===== src/hdl/exec_pkg.sv =====
/*
 * Shared types and codes for the execute stage.
 * Holds widths, functional-unit and micro-op encodings, the RNG bus
 * payloads and the stage structs. Files refer to it with exec_pkg:: names.
 */
package exec_pkg;

    localparam int unsigned XLEN = 32;                  // Data width

    typedef logic [XLEN-1:0] xlen_t;                    // Data word
    typedef logic [4:0]      reg_addr_t;                // Register address
    typedef logic [4:0]      uop_t;                     // Micro-op code

    typedef enum logic [2:0] {
        FU_ALU = 3'd0,                                  // Integer ALU
        FU_LSU = 3'd1,                                  // Load/store
        FU_CFU = 3'd2,                                  // Branches and jumps
        FU_CSR = 3'd3,                                  // CSR access
        FU_RNG = 3'd4                                   // Random-number interface
    } fu_e;

    // ALU micro-ops ------------------------------------
    localparam uop_t ALU_ADD  = 5'd0;
    localparam uop_t ALU_SUB  = 5'd1;
    localparam uop_t ALU_XOR  = 5'd2;
    localparam uop_t ALU_OR   = 5'd3;
    localparam uop_t ALU_AND  = 5'd4;
    localparam uop_t ALU_SLL  = 5'd5;
    localparam uop_t ALU_SRL  = 5'd6;
    localparam uop_t ALU_SRA  = 5'd7;
    localparam uop_t ALU_SLT  = 5'd8;
    localparam uop_t ALU_SLTU = 5'd9;

    // Branch micro-ops ---------------------------------
    // Bits 4:3 give the class: 00 conditional, 01 resolved, 10 jump
    localparam uop_t CFU_BEQ       = 5'b00_001;
    localparam uop_t CFU_BNE       = 5'b00_010;
    localparam uop_t CFU_BLT       = 5'b00_011;
    localparam uop_t CFU_BGE       = 5'b00_100;
    localparam uop_t CFU_BLTU      = 5'b00_101;
    localparam uop_t CFU_BGEU      = 5'b00_110;
    localparam uop_t CFU_NOT_TAKEN = 5'b01_000;
    localparam uop_t CFU_TAKEN     = 5'b01_001;
    localparam uop_t CFU_JAL       = 5'b10_000;
    localparam uop_t CFU_JALR      = 5'b10_001;

    localparam int unsigned LSU_LOAD_BIT  = 3;          // Load flag in uop
    localparam int unsigned LSU_STORE_BIT = 4;          // Store flag in uop

    localparam uop_t RNG_TEST = 5'd1;                   // Query RNG health
    localparam uop_t RNG_SEED = 5'd2;                   // Push seed from rs1
    localparam uop_t RNG_SAMP = 5'd3;                   // Take one sample

    typedef enum logic [2:0] {
        RNG_OP_TEST = 3'd1,
        RNG_OP_SEED = 3'd2,
        RNG_OP_SAMP = 3'd4
    } rng_op_e;

    typedef logic [2:0] rng_status_t;                   // Raw RNG status

    // Stage payloads -----------------------------------
    typedef struct packed {
        reg_addr_t rd;                                  // Destination / trap cause
        fu_e       fu;
        uop_t      uop;
        xlen_t     opr_a;
        xlen_t     opr_b;
        xlen_t     opr_c;                               // Store data, jump target
        logic      trap;                                // Trap raised upstream
        logic [1:0] size;                               // Instruction size
    } s2_instr_t;

    typedef struct packed {
        reg_addr_t rd;
        fu_e       fu;
        uop_t      uop;
        logic      trap;
        logic [1:0] size;
    } s3_ctrl_t;

    typedef struct packed {
        rng_op_e op;
        xlen_t   data;                                  // Seed data
    } rng_req_t;

    typedef struct packed {
        rng_status_t status;
        xlen_t       data;                              // Sample data
    } rng_rsp_t;

endpackage


===== src/hdl/exec_alu.sv =====
/*
 * Integer ALU of the execute stage, purely combinational.
 * Besides the ALU result it always gives the operand sum and the
 * compare flags, which branches and load/store reuse.
 */
`timescale 1ns/1ps

module exec_alu (
    input  exec_pkg::uop_t  i_uop,                      // ALU micro-op
    input  exec_pkg::xlen_t i_lhs,                      // Operand A
    input  exec_pkg::xlen_t i_rhs,                      // Operand B
    input  logic            i_cmp_unsigned,             // Unsigned compare
    output exec_pkg::xlen_t o_result,                   // ALU result
    output exec_pkg::xlen_t o_add_result,               // Always lhs + rhs
    output logic            o_lt,                       // lhs < rhs
    output logic            o_eq                        // lhs == rhs
);

    logic [4:0]      shamt;
    exec_pkg::xlen_t sum;
    exec_pkg::xlen_t diff;
    logic            lt_signed;
    logic            lt_unsigned;

    assign shamt = i_rhs[4:0];                          // Low 5 bits only
    assign sum   = i_lhs + i_rhs;
    assign diff  = i_lhs - i_rhs;

    // Compare flags ------------------------------------
    assign lt_signed   = $signed(i_lhs) < $signed(i_rhs);
    assign lt_unsigned = i_lhs < i_rhs;

    assign o_lt = i_cmp_unsigned ? lt_unsigned : lt_signed;
    assign o_eq = i_lhs == i_rhs;

    assign o_add_result = sum;                          // Address and JALR target

    // Result mux ---------------------------------------
    always_comb begin
        unique case (i_uop)
            exec_pkg::ALU_ADD:  o_result = sum;
            exec_pkg::ALU_SUB:  o_result = diff;
            exec_pkg::ALU_XOR:  o_result = i_lhs ^ i_rhs;
            exec_pkg::ALU_OR:   o_result = i_lhs | i_rhs;
            exec_pkg::ALU_AND:  o_result = i_lhs & i_rhs;
            exec_pkg::ALU_SLL:  o_result = i_lhs << shamt;
            exec_pkg::ALU_SRL:  o_result = i_lhs >> shamt;
            exec_pkg::ALU_SRA:  o_result = exec_pkg::xlen_t'($signed(i_lhs) >>> shamt);
            exec_pkg::ALU_SLT,
            exec_pkg::ALU_SLTU: o_result = exec_pkg::xlen_t'(o_lt); // Flag picks sign
            default:            o_result = '0;          // Non-ALU uops
        endcase
    end

endmodule


===== src/hdl/exec_result_select.sv =====
/*
 * Per-unit result selection for the execute stage.
 * Resolves branches, forms load/store, CSR and trap results and merges
 * them into the control word and the two operands for the next stage.
 */
`timescale 1ns/1ps

module exec_result_select (
    input  exec_pkg::s2_instr_t i_s2,                   // Instruction in execute
    input  exec_pkg::xlen_t     i_alu_result,           // ALU result
    input  exec_pkg::xlen_t     i_add_result,           // opr_a + opr_b
    input  logic                i_lt,                   // Compare flags
    input  logic                i_eq,
    input  exec_pkg::xlen_t     i_rng_result,           // RNG controller result
    output exec_pkg::s3_ctrl_t  o_ctrl,                 // Next-stage control
    output exec_pkg::xlen_t     o_opr_a,
    output exec_pkg::xlen_t     o_opr_b,
    output logic                o_opr_b_load            // Operand B is written
);

    logic            fu_lsu;
    logic            fu_cfu;
    logic            fu_csr;
    logic            lsu_store;
    logic            cfu_cond;
    logic            cfu_taken;
    exec_pkg::xlen_t cfu_target;

    assign fu_lsu = i_s2.fu == exec_pkg::FU_LSU;
    assign fu_cfu = i_s2.fu == exec_pkg::FU_CFU;
    assign fu_csr = i_s2.fu == exec_pkg::FU_CSR;

    assign lsu_store = fu_lsu && i_s2.uop[exec_pkg::LSU_STORE_BIT];

    // Branch resolution --------------------------------
    assign cfu_cond = fu_cfu && i_s2.uop[4:3] == 2'b00; // Conditional class

    always_comb begin
        unique case (i_s2.uop)
            exec_pkg::CFU_BEQ:  cfu_taken =  i_eq;
            exec_pkg::CFU_BNE:  cfu_taken = !i_eq;
            exec_pkg::CFU_BLT,
            exec_pkg::CFU_BLTU: cfu_taken =  i_lt;     // Sign set by caller
            exec_pkg::CFU_BGE,
            exec_pkg::CFU_BGEU: cfu_taken = !i_lt;
            default:            cfu_taken = 1'b0;
        endcase
    end

    assign cfu_target = i_s2.uop == exec_pkg::CFU_JALR ?
                        {i_add_result[exec_pkg::XLEN-1:1], 1'b0} :
                        {i_s2.opr_c[exec_pkg::XLEN-1:1], 1'b0};

    // Control word -------------------------------------
    assign o_ctrl.rd   = i_s2.rd;
    assign o_ctrl.fu   = i_s2.fu;
    assign o_ctrl.uop  = !cfu_cond ? i_s2.uop :
                         cfu_taken ? exec_pkg::CFU_TAKEN : exec_pkg::CFU_NOT_TAKEN;
    assign o_ctrl.trap = i_s2.trap;
    assign o_ctrl.size = i_s2.size;

    // Operand merge ------------------------------------
    always_comb begin
        unique case (i_s2.fu)
            exec_pkg::FU_ALU: o_opr_a = i_alu_result;
            exec_pkg::FU_LSU: o_opr_a = i_add_result;   // Effective address
            exec_pkg::FU_CFU: o_opr_a = cfu_target;
            exec_pkg::FU_CSR: o_opr_a = i_s2.opr_a;
            exec_pkg::FU_RNG: o_opr_a = i_rng_result;
            default:          o_opr_a = '0;
        endcase
    end

    // Trap cause wins over store data and CSR write data
    assign o_opr_b = i_s2.trap           ? exec_pkg::xlen_t'(i_s2.rd) :
                     lsu_store || fu_csr ? i_s2.opr_c : '0;

    assign o_opr_b_load = lsu_store || fu_csr || i_s2.trap;

endmodule


===== src/hdl/exec_rng_if.sv =====
/*
 * Controller for the external random-number generator.
 * Sends one request per RNG instruction, collects the response and
 * keeps the result until the stage moves the instruction on.
 */
`timescale 1ns/1ps

module exec_rng_if (
    input  logic               g_clk,
    input  logic               g_resetn,
    input  logic               i_flush,                 // Back to idle
    input  logic               i_start,                 // RNG instruction present
    input  logic               i_progress,              // Stage hands it on
    input  exec_pkg::uop_t     i_uop,
    input  exec_pkg::xlen_t    i_rs1,                   // Seed data
    output exec_pkg::rng_req_t o_rng_req,
    output logic               o_rng_req_valid,
    input  logic               i_rng_req_ready,
    input  exec_pkg::rng_rsp_t i_rng_rsp,
    input  logic               i_rng_rsp_valid,
    output logic               o_rng_rsp_ready,
    output exec_pkg::xlen_t    o_result,                // Value for opr_a
    output logic               o_ready                  // Result available
);

    typedef enum logic [1:0] {ST_IDLE, ST_REQ, ST_RSP, ST_DONE} state_e;

    state_e          state;
    exec_pkg::xlen_t result_q;

    // FSM ----------------------------------------------
    always_ff @(posedge g_clk) begin
        if (!g_resetn || i_flush) begin
            state <= ST_IDLE;
        end else begin
            unique case (state)
                ST_IDLE: if (i_start)         state <= ST_REQ;
                ST_REQ:  if (i_rng_req_ready) state <= ST_RSP;
                ST_RSP:  if (i_rng_rsp_valid) state <= ST_DONE;
                ST_DONE: if (i_progress)      state <= ST_IDLE;
                default:                      state <= ST_IDLE;
            endcase
        end
    end

    // Result captured on the response handshake
    always_ff @(posedge g_clk) begin
        if (o_rng_rsp_ready && i_rng_rsp_valid) begin
            result_q <= i_uop == exec_pkg::RNG_SAMP ? i_rng_rsp.data :
                        exec_pkg::xlen_t'(i_rng_rsp.status);
        end
    end

    // Request op from the uop, held stable by the issue side
    always_comb begin
        unique case (i_uop)
            exec_pkg::RNG_SEED: o_rng_req.op = exec_pkg::RNG_OP_SEED;
            exec_pkg::RNG_SAMP: o_rng_req.op = exec_pkg::RNG_OP_SAMP;
            default:            o_rng_req.op = exec_pkg::RNG_OP_TEST;
        endcase
    end

    assign o_rng_req.data  = i_rs1;
    assign o_rng_req_valid = state == ST_REQ;
    assign o_rng_rsp_ready = state == ST_RSP;
    assign o_ready         = state == ST_DONE;
    assign o_result        = result_q;

    // Request and its payload stay up until the RNG takes it
    a_req_held : assert property (@(posedge g_clk) disable iff (!g_resetn)
        o_rng_req_valid && !i_rng_req_ready && !i_flush |=>
        o_rng_req_valid && $stable(o_rng_req));

endmodule


===== src/hdl/exec_stage_reg.sv =====
/*
 * Stage register with valid/busy handshake and flush.
 * The payload type is a parameter, so one module carries both the
 * control struct and the data operands.
 */
`timescale 1ns/1ps

module exec_stage_reg #(
    parameter type PAYLOAD_T = logic
) (
    input  logic     g_clk,
    input  logic     g_resetn,
    input  logic     i_flush,                           // Drop the content
    input  logic     i_load,                            // Capture i_data
    input  PAYLOAD_T i_data,
    input  logic     i_busy,                            // Downstream holds us
    output PAYLOAD_T o_data,
    output logic     o_valid
);

    PAYLOAD_T data_q;
    logic     valid_q;

    always_ff @(posedge g_clk) begin
        if (!g_resetn || i_flush) begin
            valid_q <= 1'b0;
        end else if (!i_busy) begin
            valid_q <= i_load;                          // Drains with no load
        end
    end

    // Payload only moves on a load
    always_ff @(posedge g_clk) begin
        if (i_load && !i_busy) begin
            data_q <= i_data;
        end
    end

    assign o_data  = data_q;
    assign o_valid = valid_q;

    a_hold_stable : assert property (@(posedge g_clk) disable iff (!g_resetn)
        o_valid && i_busy |=> $stable(o_data));

endmodule


===== src/hdl/exec_stage.sv =====
/*
 * Top level of the execute stage.
 * Runs the ALU, branch, load/store, CSR and RNG jobs on one issued
 * instruction and registers the result towards the next stage.
 */
`timescale 1ns/1ps

module exec_stage (
    input  logic                g_clk,
    input  logic                g_resetn,
    input  logic                i_flush,
    input  exec_pkg::s2_instr_t i_s2,                   // From issue
    input  logic                i_s2_valid,
    output logic                o_s2_busy,
    output exec_pkg::rng_req_t  o_rng_req,              // To RNG
    output logic                o_rng_req_valid,
    input  logic                i_rng_req_ready,
    input  exec_pkg::rng_rsp_t  i_rng_rsp,
    input  logic                i_rng_rsp_valid,
    output logic                o_rng_rsp_ready,
    output exec_pkg::s3_ctrl_t  o_s3_ctrl,              // To next stage
    output exec_pkg::xlen_t     o_s3_opr_a,
    output exec_pkg::xlen_t     o_s3_opr_b,
    output logic                o_s3_valid,
    input  logic                i_s3_busy
);

    logic               rng_valid, rng_ready, cmp_unsigned;
    logic               s3_hold, progress, lt, eq, opr_b_load;
    exec_pkg::xlen_t    alu_result, add_result, rng_result, n_opr_a, n_opr_b;
    exec_pkg::s3_ctrl_t n_ctrl;

    // Handshake ----------------------------------------
    assign rng_valid = i_s2_valid && i_s2.fu == exec_pkg::FU_RNG;
    assign s3_hold   = o_s3_valid && i_s3_busy;         // Next stage full
    assign o_s2_busy = s3_hold || (rng_valid && !rng_ready);
    assign progress  = i_s2_valid && !o_s2_busy;

    // SLTU and unsigned branches share the compare
    assign cmp_unsigned =
        (i_s2.fu == exec_pkg::FU_ALU && i_s2.uop == exec_pkg::ALU_SLTU) ||
        (i_s2.fu == exec_pkg::FU_CFU && (i_s2.uop == exec_pkg::CFU_BLTU ||
                                         i_s2.uop == exec_pkg::CFU_BGEU));

    // Units --------------------------------------------
    exec_alu alu_i (
        .i_uop(i_s2.uop), .i_lhs(i_s2.opr_a), .i_rhs(i_s2.opr_b),
        .i_cmp_unsigned(cmp_unsigned), .o_result(alu_result),
        .o_add_result(add_result), .o_lt(lt), .o_eq(eq)
    );

    exec_rng_if rng_if_i (
        .g_clk(g_clk), .g_resetn(g_resetn), .i_flush(i_flush),
        .i_start(rng_valid), .i_progress(progress), .i_uop(i_s2.uop),
        .i_rs1(i_s2.opr_a), .o_rng_req(o_rng_req), .o_rng_req_valid(o_rng_req_valid),
        .i_rng_req_ready(i_rng_req_ready), .i_rng_rsp(i_rng_rsp),
        .i_rng_rsp_valid(i_rng_rsp_valid), .o_rng_rsp_ready(o_rng_rsp_ready),
        .o_result(rng_result), .o_ready(rng_ready)
    );

    exec_result_select result_select_i (
        .i_s2(i_s2), .i_alu_result(alu_result), .i_add_result(add_result),
        .i_lt(lt), .i_eq(eq), .i_rng_result(rng_result), .o_ctrl(n_ctrl),
        .o_opr_a(n_opr_a), .o_opr_b(n_opr_b), .o_opr_b_load(opr_b_load)
    );

    // Stage registers ----------------------------------
    exec_stage_reg #(.PAYLOAD_T(exec_pkg::s3_ctrl_t)) ctrl_reg_i (
        .g_clk(g_clk), .g_resetn(g_resetn), .i_flush(i_flush), .i_load(progress),
        .i_data(n_ctrl), .i_busy(s3_hold), .o_data(o_s3_ctrl), .o_valid(o_s3_valid)
    );

    exec_stage_reg #(.PAYLOAD_T(exec_pkg::xlen_t)) opr_a_reg_i (
        .g_clk(g_clk), .g_resetn(g_resetn), .i_flush(i_flush), .i_load(progress),
        .i_data(n_opr_a), .i_busy(s3_hold), .o_data(o_s3_opr_a), .o_valid()
    );

    // Operand B keeps its old value unless store, CSR or trap
    exec_stage_reg #(.PAYLOAD_T(exec_pkg::xlen_t)) opr_b_reg_i (
        .g_clk(g_clk), .g_resetn(g_resetn), .i_flush(i_flush),
        .i_load(progress && opr_b_load), .i_data(n_opr_b), .i_busy(s3_hold),
        .o_data(o_s3_opr_b), .o_valid()
    );

    // Issue side sends a known unit, and LSU ops are exactly load or store
    a_fu_known : assert property (@(posedge g_clk) disable iff (!g_resetn)
        i_s2_valid |-> i_s2.fu inside {exec_pkg::FU_ALU, exec_pkg::FU_LSU,
                       exec_pkg::FU_CFU, exec_pkg::FU_CSR, exec_pkg::FU_RNG});

    a_lsu_kind : assert property (@(posedge g_clk) disable iff (!g_resetn)
        i_s2_valid && i_s2.fu == exec_pkg::FU_LSU |->
        i_s2.uop[exec_pkg::LSU_LOAD_BIT] ^ i_s2.uop[exec_pkg::LSU_STORE_BIT]);

endmodule


===== config.mk =====
export PLATFORM = sky130hd
export DESIGN_NAME = exec_stage
export DESIGN_NICKNAME = d
export VERILOG_FILES = /design/src/hdl/exec_pkg.sv /design/src/hdl/exec_alu.sv /design/src/hdl/exec_result_select.sv /design/src/hdl/exec_rng_if.sv /design/src/hdl/exec_stage_reg.sv /design/src/hdl/exec_stage.sv
export SDC_FILE = /design/constraint.sdc
export NUM_CORES = 1
export LEC_CHECK = 0
export BUFFER_PORTS_ARGS = -buffer_cell sky130_fd_sc_hd__buf_2
export CAP_MARGIN = 20
export CORE_ASPECT_RATIO = 1.2
export CORE_MARGIN = 4
export CORE_UTILIZATION = 35
export DETAILED_ROUTE_END_ITERATION = 6
export PLACE_DENSITY = 0.57
export SYNTH_ARGS = -nofsm -noshare
export SYNTH_HDL_FRONTEND = slang
export SYNTH_SLANG_ARGS = --single-unit

===== constraint.sdc =====
create_clock -name g_clk -period 3.84 [get_ports g_clk]
set_input_delay 0.192 -clock g_clk [delete_from_list [all_inputs] [get_ports g_clk]]
set_output_delay 0.192 -clock g_clk [all_outputs]
set_load 0.1 [all_outputs]

# After elaboration in Yosys (flattened, before gate mapping)
# Cells that the tools add are included.
op_classes:
  add_sub_neg: 2
  mul: 0
  div: 0
  order_cmp: 2
  n_eq_ne: 22
  shift: 3
  muxes: 16
  bitwise_logic: 4
  n_reduce_logical: 33
op_table:
  columns: ["op", "n"]
  rows:
  - ["case mux 32 bit (9 select lines)", 1]
  - ["case mux 32 bit (5 select lines)", 1]
  - ["< comparator 32 bit", 2]
  - ["adder 32 bit", 1]
  - ["AND 32 bit", 1]
  - ["equality test 32 bit", 1]
  - ["2-to-1 mux 32 bit", 1]
  - ["bitwise OR 32 bit", 1]
  - ["left shift 32 x 5 -> 32 bit", 1]
  - ["right shift 32 x 5 -> 32 bit", 1]
  - [">>> shifter 32 x 5 -> 32 bit", 1]
  - ["subtractor 32 bit", 1]
  - ["XOR 32 bit", 1]
  - ["equality test 5 x 3 -> 1 bit, second input constant", 4]
  - ["2-to-1 mux 5 bit", 3]
  - ["logical AND 1 bit", 12]
  - ["equality test 5 x 2 -> 1 bit, second input constant", 2]
  - ["equality test 5 x 4 -> 1 bit, second input constant", 2]
  - ["2-to-1 mux 2 bit", 4]
  - ["case mux 2 bit (4 select lines)", 1]
  - ["OR reduction 2 bit", 4]
  - ["equality test 3 x 2 -> 1 bit, second input constant", 2]
  - ["logical NOT 1 bit", 6]
  - ["logical OR 1 bit", 6]
  - ["other kinds (17)", 22]
word_totals:
  reg_bits: 115
  latch_bits: 0
  ramBits: 0
  mem_bits_ro: 0
  input_bits: 154
  out_inout_bits: 119
  word_cells: 94
  memories: 0

# Depth between registers and ports, before layout
# Gate-level depths: netlist (run 1).
depth:
  ltp_word: 9
  depth_mapped: 15
  depth_no_buf: 13

# By module
# A second synthesis (run 1) with hierarchy kept.
unflattened:
  hier_cells: 1837
  hier_area_um2: 14941.8
by_module_without_submodules:
  columns: ["module", "n_inst", "cells_per_inst", "area_per_inst_um2", "seq_area_each_um2"]
  rows:
  - ["exec_alu", 1, 1331, 8625.8, 0.0]
  - ["exec_stage_reg (opr_a_reg_i ...)", 2, 36, 1012.2, 980.9]
  - ["exec_result_select", 1, 274, 1990.7, 0.0]
  - ["exec_rng_if", 1, 124, 1675.4, 1001.0]
  - ["exec_stage_reg (ctrl_reg_i)", 1, 20, 531.8, 500.5]
  - ["exec_stage", 1, 16, 93.8, 0.0]

# Worst setup path before layout (run 1)
# Ideal clock, no wire load.
synth_path:
  path_kind: "input port to flip-flop"
  startpoint: "input i_s2[37] in the netlist's numbering"
  endpoint: "register opr_a_reg_i.data_q (netlist bit opr_a_reg_i.o_data[29]), data pin"
  setup_time_ns: 0.261
  t_arrival_ns: 3.678
  required_ns: 3.579
  path_slack_ns: -0.099
  stages: 15
  n_path_buf: 4
  path_cell_list: "inv_1 > buf_2 > buf_1 > buf_1 > ha_1 > buf_2 > or3_1 > o221ai_2 > nor4_2 > o211ai_2 > a31oi_1 > o31ai_2 > o21ai_1 > a311o_1 > a311o_1"
synth_between:
  elab_chain_len: 3
  word_cells_on_any_way: 8
  classes_between: "add/sub: 2; shift: 3; mux: 3"
synth_rtl:
  columns: ["item", "line_no", "source"]
  rows:
  - ["from (decl)", "exec_stage.sv:12", "input exec_pkg::s2_instr_t i_s2,"]
  - ["subtractor 32 bit, or another cell as far along", "exec_alu.sv:27", "assign diff = i_lhs - i_rhs;"]
  - ["case mux 32 bit (9 select lines) / 2-to-1 mux 32 bit (equally long branches)", "exec_alu.sv:40, exec_result_select.sv:50", null]
  - ["case mux 32 bit (5 select lines) *", "exec_result_select.sv:64", "unique case (i_s2.fu)"]
  - ["via n_opr_a[29]", "exec_stage.sv:30", "exec_pkg::xlen_t alu_result, add_result, rng_result, n_opr_a, n_opr_b;"]
  - ["to (signal assigned)", "exec_stage_reg.sv:35", "data_q <= i_data;"]
  - ["to (decl)", "exec_stage_reg.sv:21", "PAYLOAD_T data_q;"]
# Mark *: on every way through the listed nets, which the timed path passes. The rest lies on a longest branch.
# A chain may end at the register's enable or synchronous reset.

# Worst setup path in the final report (run 1)
layout_path:
  startpoint: "input i_s2[102] in the netlist's numbering"
  endpoint: "register opr_a_reg_i.data_q (netlist bit opr_a_reg_i.o_data[31]), data pin"
layout_between:
  elab_chain_len: 4
  word_cells_on_any_way: 15
  classes_between: "eq/ne: 10; mux: 3; reduce/logical: 2"
layout_rtl:
  columns: ["item", "line_no", "source"]
  rows:
  - ["equality test 5 x 4 -> 1 bit", "exec_alu.sv:40", "unique case (i_uop)"]
  - ["OR reduction 2 bit", "exec_alu.sv:40", null]
  - ["case mux 32 bit (9 select lines)", "exec_alu.sv:40", null]
  - ["case mux 32 bit (5 select lines) *", "exec_result_select.sv:64", null]
  - ["via n_opr_a[31]", "exec_stage.sv:30", null]
# Marks and branches as above.

==> results of run 1 <==
## flip-flops by register name, indices dropped and copies added (netlist names)
name,flops
opr_a_reg_i.o_data,32
opr_b_reg_i.o_data,32
rng_if_i.o_result,32
ctrl_reg_i.o_data,16
rng_if_i.state,2
ctrl_reg_i.o_valid,1
## how the worst max path moves through the flow
stage / slack (ns) / startpoint / depth (start not counted) / to
3_5_place_dp: 0.26 / i_s2[35] / 12 / opr_a_reg_i.o_data[31]$_DFFE_PP_
2_1_floorplan: 0.03 / i_s2[37] / 15 / opr_a_reg_i.o_data[29]$_DFFE_PP_
6_report: 0.59 / i_s2[102] / 10 / opr_a_reg_i.o_data[31]$_DFFE_PP_
4_1_cts: 0.73 / i_s2[67] / 14 / opr_a_reg_i.o_data[28]$_DFFE_PP_
3_3_place_gp: 0.29 / i_s2[38] / 10 / opr_a_reg_i.o_data[17]$_DFFE_PP_
5_1_grt: 0.48 / i_s2[35] / 12 / opr_a_reg_i.o_data[31]$_DFFE_PP_
## worst reg2reg max path, stage by stage (launching register included)
cell and delay (ns):
edfxtp_1 0.36, a222oi_1 0.47, o2111ai_1 0.19, a21boi_1 0.20
a2111oi_0 0.44, o21ai_0 0.19, a22o_1 0.22
## report_power, final
group          leakage, nW  switching (W)  internal [W]
sequential            1.08      0.0000154       0.00145
clock                0.266       0.000637      0.000892
combinational         5.98        0.00170      0.000738
total                 7.33        0.00235       0.00308
## cell usage in the layout (no fill, tap or decap), types with 24 or more instances in the layout
| cell type | netlist | routed |
|---|---|---|
| edfxtp_1 | 112 | 112 |
| and3_1 | 38 | 38 |
| and2_1 | 34 | 34 |
| ha_1 | 102 | 102 |
| nand2_1 | 124 | 124 |
| mux4_2 | 52 | 52 |
| nor3_1 | 31 | 31 |
| a211oi_1 | 24 | 24 |
| xnor2_1 | 37 | 37 |
| a21oi_1 | 145 | 144 |
| a222oi_1 | 29 | 29 |
| nor2_1 | 164 | 163 |
| buf_4 | 38 | 124 |
| o211ai_1 | 25 | 25 |
| mux2i_1 | 35 | 35 |
| inv_1 | 107 | 105 |
| nand3_1 | 25 | 25 |
| o21ai_0 | 112 | 112 |
| buf_2 | 23 | 271 |
## stage by stage
stage,worst slack [ns],util [%],power [W],hold slack [ns],std cells
after floorplan,0.0258,-,0.00316,0.291,1719
after global placement,0.291,40.8,0.00388,0.369,2484
after detailed placement,0.265,40.8,0.00388,0.371,2485
after CTS,0.730,42.4,0.00542,0.00192,2524
after global routing,0.482,42.4,0.00566,0.0288,2524
final,0.585,42.4,0.00543,0.0216,2524
## area by class of cell
type | count | area share (%)
inverters | 112 | 2.43
flip-flops and latches | 115 | 19.8
clock buffers | 17 | 2.46
clock inverters | 15 | 0.759
multi-input cells | 1322 | 56.8
well taps | 539 | 3.90
repair buffers | 404 | 13.9
## cell usage after synthesis, types with 15 or more instances
library cell  instances  area (um^2)
nor2_1              164          616
a21oi_1             145          726
nand2_1             124          465
edfxtp_1            112         3360
o21ai_0             112          561
inv_1               107          402
ha_1                102         1280
clkbuf_1             88          330
mux4_2               52         1170
and3_1               38          238
buf_4                38          285
xnor2_1              37          324
mux2i_1              35          350
and2_1               34          213
nor3_1               31          155
a222oi_1             29          290
nand3_1              25          125
o211ai_1             25          188
a211oi_1             24          180
buf_2                23          115
a31oi_1              21          131
a22oi_1              20          150
o221ai_1             19          166
a21o_1               18          135
a221oi_1             18          158
mux2_2               15          169
nand2b_1             15         93.8
## cell families after synthesis
| group | after synthesis |
|---|---|
| flip-flops | 115 |
| adder cells (fa/ha/maj) | 104 |
| buffers and inverters | 282 |
| multiplexers | 108 |
| AO/OA/AOI/OAI | 563 |
| XOR/XNOR | 41 |
| AND/OR/NAND/NOR | 506 |
## timing repair
item | 4_1_cts | 5_1_grt
hold buffers | 7 | 0
resized for setup | 0 | 0
buffers inserted | 0 | 0
endpoints found under the hold margin | 7 | 0
## layer usage
| metal | up-vias | share of wire, % |
|---|---|---|
| li1 | 6969 | - |
| met2 | 940 | 45 |
| met4 | 6 | 4.2 |
| met5 | - | 0.056 |
| met1 | 7476 | 41 |
| met3 | 123 | 9.8 |
==> metrics.md, run 1 <==
| Metric | Value |
|---|---|
| Outcome | complete, but fails checks |
| Failing checks | DRC |
| Design area | approximately 0.017 mm^2 |
| Crit path max-delay family | compound AO/OA/AOI/OAI gates |
| Grt peak-use layer | met2 |
| Placer Congestion | 1.01 |
| DRC violations left | 2 |
| Sequential share of the synthesized area | 23.6% |
| Slew margin rel. | 28.2% |
| Fin crit share | approximately 85% |
| Pre-antenna DRT Iters | 7 |
| Hold Path End | rng_if_i.o_result[2]$_DFFE_PP_ |
| DP Area | 0.0167 mm^2 |
| FF-to-FF End | opr_a_reg_i.o_data[31]$_DFFE_PP_ |
| Met2 global-route usage | 46.8% |
| Avg WL per Cell | about 27 um |
| Adder-Cell Fraction of Synth Area | 9.07% |
| Reg2reg setup slack | about 1.5 ns |
| Die width | 194 um |
| Die H | 231 um |
| Port-buffer cells | 272 |
| Die footprint | 0.0448 mm^2 |
| CTS tree | built |
| Final setup fails | 0 |
| H-tree Lvls | 4 |
| Compound-cell area share of the yosys netlist | 26.4% |
| Asr flop ratio synth | 0% |
| Starting Density | a little over a third |
| Tmin final | 3.25 ns |
| Clock skew | 0.0122 ns |
| Critical Path Fanout Max | 11 |
| Synth Net Count | 1977 |
| Worst-Skew Late Latency | ~0.43 ns |
| Area of the multi-input gates | 0.00983 mm^2 |
| Via Count | 15500 |
| Largest net degree at the start of global routing | 76 |
| Post-DRT Antenna Nets | 0 |
| Fmax | about 310 MHz |
| Pwr dens | 314 mW/mm^2 |
| Synth Area in Simple Gates | 16.8% |
| Critical path's slowest cell | a21oi_2 |
| Req. time, crit path | 4.03 ns |
| Hold Path Cell Cnt | 3 |
| Diodes inserted | 0 |
| Clock root buffer | clkbuf_16 |
| Total grt overflow | 0 |
| Crit path kind | in -> reg |
| Max Root-Sink Buffers | 2 |
| Worst Max-Slew Pin Slew | 1.05 ns |
| Met1 Use GR | between 30% and 40% |
| Hold violation count in the final report | 0 |
| M3 GR Usage | 5.95% |
| Area Growth Syn to Fin | 19.2% |
| XOR/XNOR Fraction of Synth Area | 2.48% |
| Main synth FF type | edfxtp_1 |
| CP Buf/Inv Count | 1 |
| CTS Buf Count | 17 |
| Vias in the first global route | ~15000 |
| Slew Limit Fails | 0 |
| Setup TNS Final | 0 ns |
| FILL cells | 4224 |
| Nets | roughly 2200 |
| Crit path DAT | 3.44 ns |
| First-pass GRT wire length | 99900 um |
| Post-synthesis register bit count | 115 |
| Synthesized instance count | 1719 |
| Mapped cell area | 0.0145 mm^2 |
| Slowest stage delay, CP | ~0.65 ns |
| Largest family of logic cells by synthesized area | compound AO/OA/AOI/OAI gates |
| GRT Overall Usage | between 20% and 30% |
| Initial antenna violation count | 4 |
| Avg Cell Area, Syn | 8.44 um^2 |
| Hold path start | i_rng_rsp[2] |
| Setup crit end kind | flip-flop |
| Synth unique cells | between 90 and 100 |
| Layout cells sized above 1 | 26.8% |
| Pleak | 7.33 nW |
| Worst setup SP type | input pin |
| Reg2reg path depth | 6 |
| Top Ports | 273 |
| FF/Latch Area | ~0.0034 mm^2 |
| Number of synthesized flops with an enable pin | 112 |
| Launching point of the worst reg2reg path | rng_if_i.o_result[31]$_SDFFCE_PN0P_ |
| Final WL | 68400 um |
| Core ar. | 0.0408 mm^2 |
| Row cnt | 81 |
| Max-Cap Viols | 0 |
| RSZ-0062 raised after global routing | no |
| Mux share of post-synthesis cell area | 12.7% |
| Peak supply drop | 352 uV |
| Initial DRC Count | between 1500 and 2000 |
| DP HPWL | 54400 um |
| Reg clk slew, reported paths | 0.06 ns |
| Via/cell ratio | 6.15 |
| Synth warn | 0 |
| CTS Sinks | 115 |
| Crit-path cells | buf_2 -> nor2_1 -> and4b_1 -> a21oi_2 -> o21ai_2 -> a21oi_1 -> o22ai_1 -> a2111oi_0 -> o21ai_0 -> a22o_1 |
| HP Class | in -> reg |
Note: power is estimated with default switching activity, not from simulation.
==> inputs of run 2 (changes only) <==
--- a/config.mk
+++ b/config.mk
@@ -5,13 +5,14 @@
 export SDC_FILE = /design/constraint.sdc
 export NUM_CORES = 1
 export LEC_CHECK = 0
+export ABC_AREA = 1
 export BUFFER_PORTS_ARGS = -buffer_cell sky130_fd_sc_hd__buf_2
 export CAP_MARGIN = 20
 export CORE_ASPECT_RATIO = 1.2
 export CORE_MARGIN = 4
 export CORE_UTILIZATION = 35
 export DETAILED_ROUTE_END_ITERATION = 6
-export PLACE_DENSITY = 0.57
+export PLACE_DENSITY = 0.56
 export SYNTH_ARGS = -nofsm -noshare
 export SYNTH_HDL_FRONTEND = slang
 export SYNTH_SLANG_ARGS = --single-unit
==> constraint.sdc (replaced) <==
create_clock -name g_clk -period 2.88 [get_ports g_clk]
set_input_delay 0.144 -clock g_clk [delete_from_list [all_inputs] [get_ports g_clk]]
set_output_delay 0.144 -clock g_clk [all_outputs]
set_load 0.1 [all_outputs]
==> run 2 against run 1 <==
The flow now finishes without violations. Power up 45%. Clock skew is 0.0018 ns lower. Global-route usage is 8.2 points higher. Non-clock buffer count increased by 95.
==> metrics.md, run 2 <==
| Metric | Value |
|---|---|
| Placer Congestion | 1.15 (+14%) |
| Max-Cap Viols | 0 (unchanged) |
| Die footprint | 0.0484 mm^2 (+8.1%) |
| RSZ-0062 raised after global routing | no |
| Clock root buffer | clkbuf_16 |
| Sequential share of the synthesized area | 21.8% (-1.8 points) |
| Most common cell after layout, fill and taps aside | nand2_1 |
| Compound-cell area share of the yosys netlist | 11.8% (-15 points) |
| Slew margin rel. | 39.9% (+12 points) |
| Worst setup SP type | input pin |
| Pwr dens | 402 mW/mm^2 (+28%) |
| GRT Overall Usage | 37.6% (+8.2 points) |
| Clock skew | 0.0104 ns (-0.00180 ns) |
| Initial antenna violation count | 2 (-2) |
| Tmin final | 2.73 ns |
| Asr flop ratio synth | 0% (unchanged) |
| Row cnt | 84 (+3.7%) |
| Port-buffer cells | 272 (unchanged) |
| XOR/XNOR Fraction of Synth Area | 0.501% (-2.0 points) |
| CTS tree | built |
| Setup TNS Final | 0 ns (unchanged) |
| Pleak | 10.5 nW (+44%) |
| Core ar. | 0.0441 mm^2 (+8.1%) |
| Final setup fails | 0 (unchanged) |
| Largest family of logic cells by synthesized area | simple AND/OR/NAND/NOR gates |
| First-pass GRT wire length | 132000 um (+32%) |
| CTS Buf Count | 17 (unchanged) |
| Number of synthesized flops with an enable pin | 112 (unchanged) |
| Post-DRT Antenna Nets | 0 (unchanged) |
| Design area | 0.0195 mm^2 (+13%) |
| Post-synth top area cell | edfxtp_1 |
| Fmax | 367 MHz |
| Post-synthesis register bit count | 115 (unchanged) |
| Crit path kind | in -> reg |
| Starting Density | 35.6% (+0.12 points) |
| Top Ports | 273 (unchanged) |
| HP Class | in -> reg |
| Crit path DAT | 2.92 ns (-0.52 ns) |
| Slew Limit Fails | 0 (unchanged) |
| Post-CTS sizing | 0 (unchanged) |
| Fin crit share | 94.7% |
| Max Root-Sink Buffers | 2 (unchanged) |
| Main synth FF type | edfxtp_1 |
| Die width | 202 um (+4.0%) |
| Nets | 3316 (+49%) |
| Mux share of post-synthesis cell area | 0% (-13 points) |
| Hold violation count in the final report | 0 (unchanged) |
| Outcome | finished, final reports clean |
| Via/cell ratio | 5.62 (-8.6%) |
| Synth warn | 0 (unchanged) |
| Reg clk slew, reported paths | 0.07 ns (about the same) |
| Final WL | 95500 um (+40%) |
| Synth Area in Simple Gates | 44.0% (+27 points) |
| Grt peak-use layer | met2 |
| Pre-antenna DRT Iters | 6 (-1) |
| Most frequent cells in the layout | nand2_1 (894), nand3_1 (359), inv_1 (340) |
| Worst-Skew Late Latency | 0.43 ns (about the same) |
| Avg Cell Area, Syn | 5.86 um^2 (-31%) |
| Total grt overflow | 0 (unchanged) |
| # hold bufs at CTS | 11 (+4) |
| Synthesized instance count | 2683 (+56%) |
| Synth area leaders | edfxtp_1 (21%), nand2_1 (21%), nand3_1 (11%) |
| Met1 Use GR | 43.5% (+3.9 points) |
| Final Core Density | 44.2% (+1.9 points) |
| Initial DRC Count | 2073 (+23%) |
| M3 GR Usage | 5.38% (-0.56 points) |
| Vias in the first global route | 19600 (+31%) |
| Synth unique cells | 45 (-52%) |
| H-tree Lvls | 4 (unchanged) |
| Setup repair bufs after CTS | 0 (unchanged) |
| Largest net degree at the start of global routing | 68 (-11%) |
| Layout cells sized above 1 | 18.8% (-8.0 points) |
| DP Area | 0.0188 mm^2 (+13%) |
| Req. time, crit path | 3.07 ns (-0.96 ns) |
| Mapped cell area | 0.0157 mm^2 (+8.4%) |
| Avg WL per Cell | 26.3 um (-3.0%) |
| Critical Path Fanout Max | 16 (+5) |
| Met2 global-route usage | 63.5% (+17 points) |
| Synth top area share | 21.4% (-1.8 points) |
| Setup crit end kind | flip-flop |
| Most numerous cell in the Yosys netlist | nand2_1 |
| Worst Max-Slew Pin Slew | 0.895 ns (-0.155 ns) |
| Peak supply drop | 334 uV (-5.1%) |
| Via Count | 20400 (+31%) |
| DRC violations left | 0 (-2) |
| Area Growth Syn to Fin | 24.1% |
| Die H | 240 um (+4.0%) |
| Adder-Cell Fraction of Synth Area | 8.37% (-0.71 points) |
| CTS Sinks | 115 (unchanged) |
| Synth Net Count | 2941 (+49%) |
| Top cells by count, synth | nand2_1 (894), nand3_1 (359), inv_1 (342) |
| FILL cells | 4881 (+16%) |
| DP HPWL | 80400 um (+48%) |
run 2: path summary, 6_finish.rpt:
kind,cells after the start,startpoint,end,slack (ns)
setup / recovery,12,i_s2[99],opr_a_reg_i.o_data[26]$_DFFE_PP_,0.15
setup reg to reg,6,rng_if_i.state[0]$_SDFFE_PP0P_,opr_b_reg_i.o_data[6]$_SDFFCE_PP0P_,0.92
hold / removal,3,i_rng_rsp[32],rng_if_i.o_result[0]$_DFFE_PP_,0.007
hold reg to reg,2,ctrl_reg_i.o_valid$_SDFFE_PP0N_,ctrl_reg_i.o_valid$_SDFFE_PP0N_,0.56
run 2: cell families after synthesis:
family,Yosys count
flip-flops,115
adder cells (fa/ha/maj),104
buffers and inverters,509
XOR/XNOR,9
AND/OR/NAND/NOR,1633
AO/OA/AOI/OAI,313
run 2: cell type report:
| class | instances | area (um^2) | area share, % |
|---|---|---|---|
| antenna | 2 | 5.00 | 0.0256 |
| clock buffer | 21 | 460 | 2.36 |
| clock inverter | 11 | 153 | 0.782 |
| inverter | 366 | 1370 | 7.04 |
| multi-input combinational | 2059 | 10200 | 52.3 |
| sequential | 115 | 3420 | 17.5 |
| tap | 559 | 699 | 3.58 |
| timing repair buffer | 499 | 3210 | 16.4 |
run 2: power by group:
| group | total (W) | leakage [nW] | internal, W | switching [W] |
|---|---|---|---|---|
| Sequential | 0.00196 | 1.19 | 0.00193 | 0.0000334 |
| Combinational | 0.00363 | 9.07 | 0.000946 | 0.00268 |
| Clock | 0.00226 | 0.290 | 0.00141 | 0.000849 |
run 2: routing by layer:
layer | wire, um | vias to the layer above
met5 | 13 | -
met4 | 8620 | 2
met3 | 6740 | 285
met2 | 44800 | 1104
met1 | 35400 | 9569
li1 | - | 9436
run 2: per-stage QoR:
step / setup slack (ns) / hold WS, ns / power, W / std cells
after global placement: -0.139 / 0.326 / 0.00552 / 3587
after detailed placement: -0.0630 / 0.326 / 0.00552 / 3587
after CTS: 0.382 / 0.00447 / 0.00778 / 3630
final: 0.154 / 0.00660 / 0.00785 / 3632
after global routing: 0.186 / 0.0141 / 0.00812 / 3630
after floorplan: 0.119 / 0.243 / 0.00416 / 2683
run 2: critical path, stage by stage:
cell and delay, ns:
buf_2 0.25, inv_2 0.18, nand3_2 0.35, inv_2 0.30
nand2_1 0.17, nand4_1 0.37, a21oi_1 0.42, nand3_1 0.14
nor2_1 0.36, nand2_1 0.10, nand2_1 0.07, nand2_1 0.06
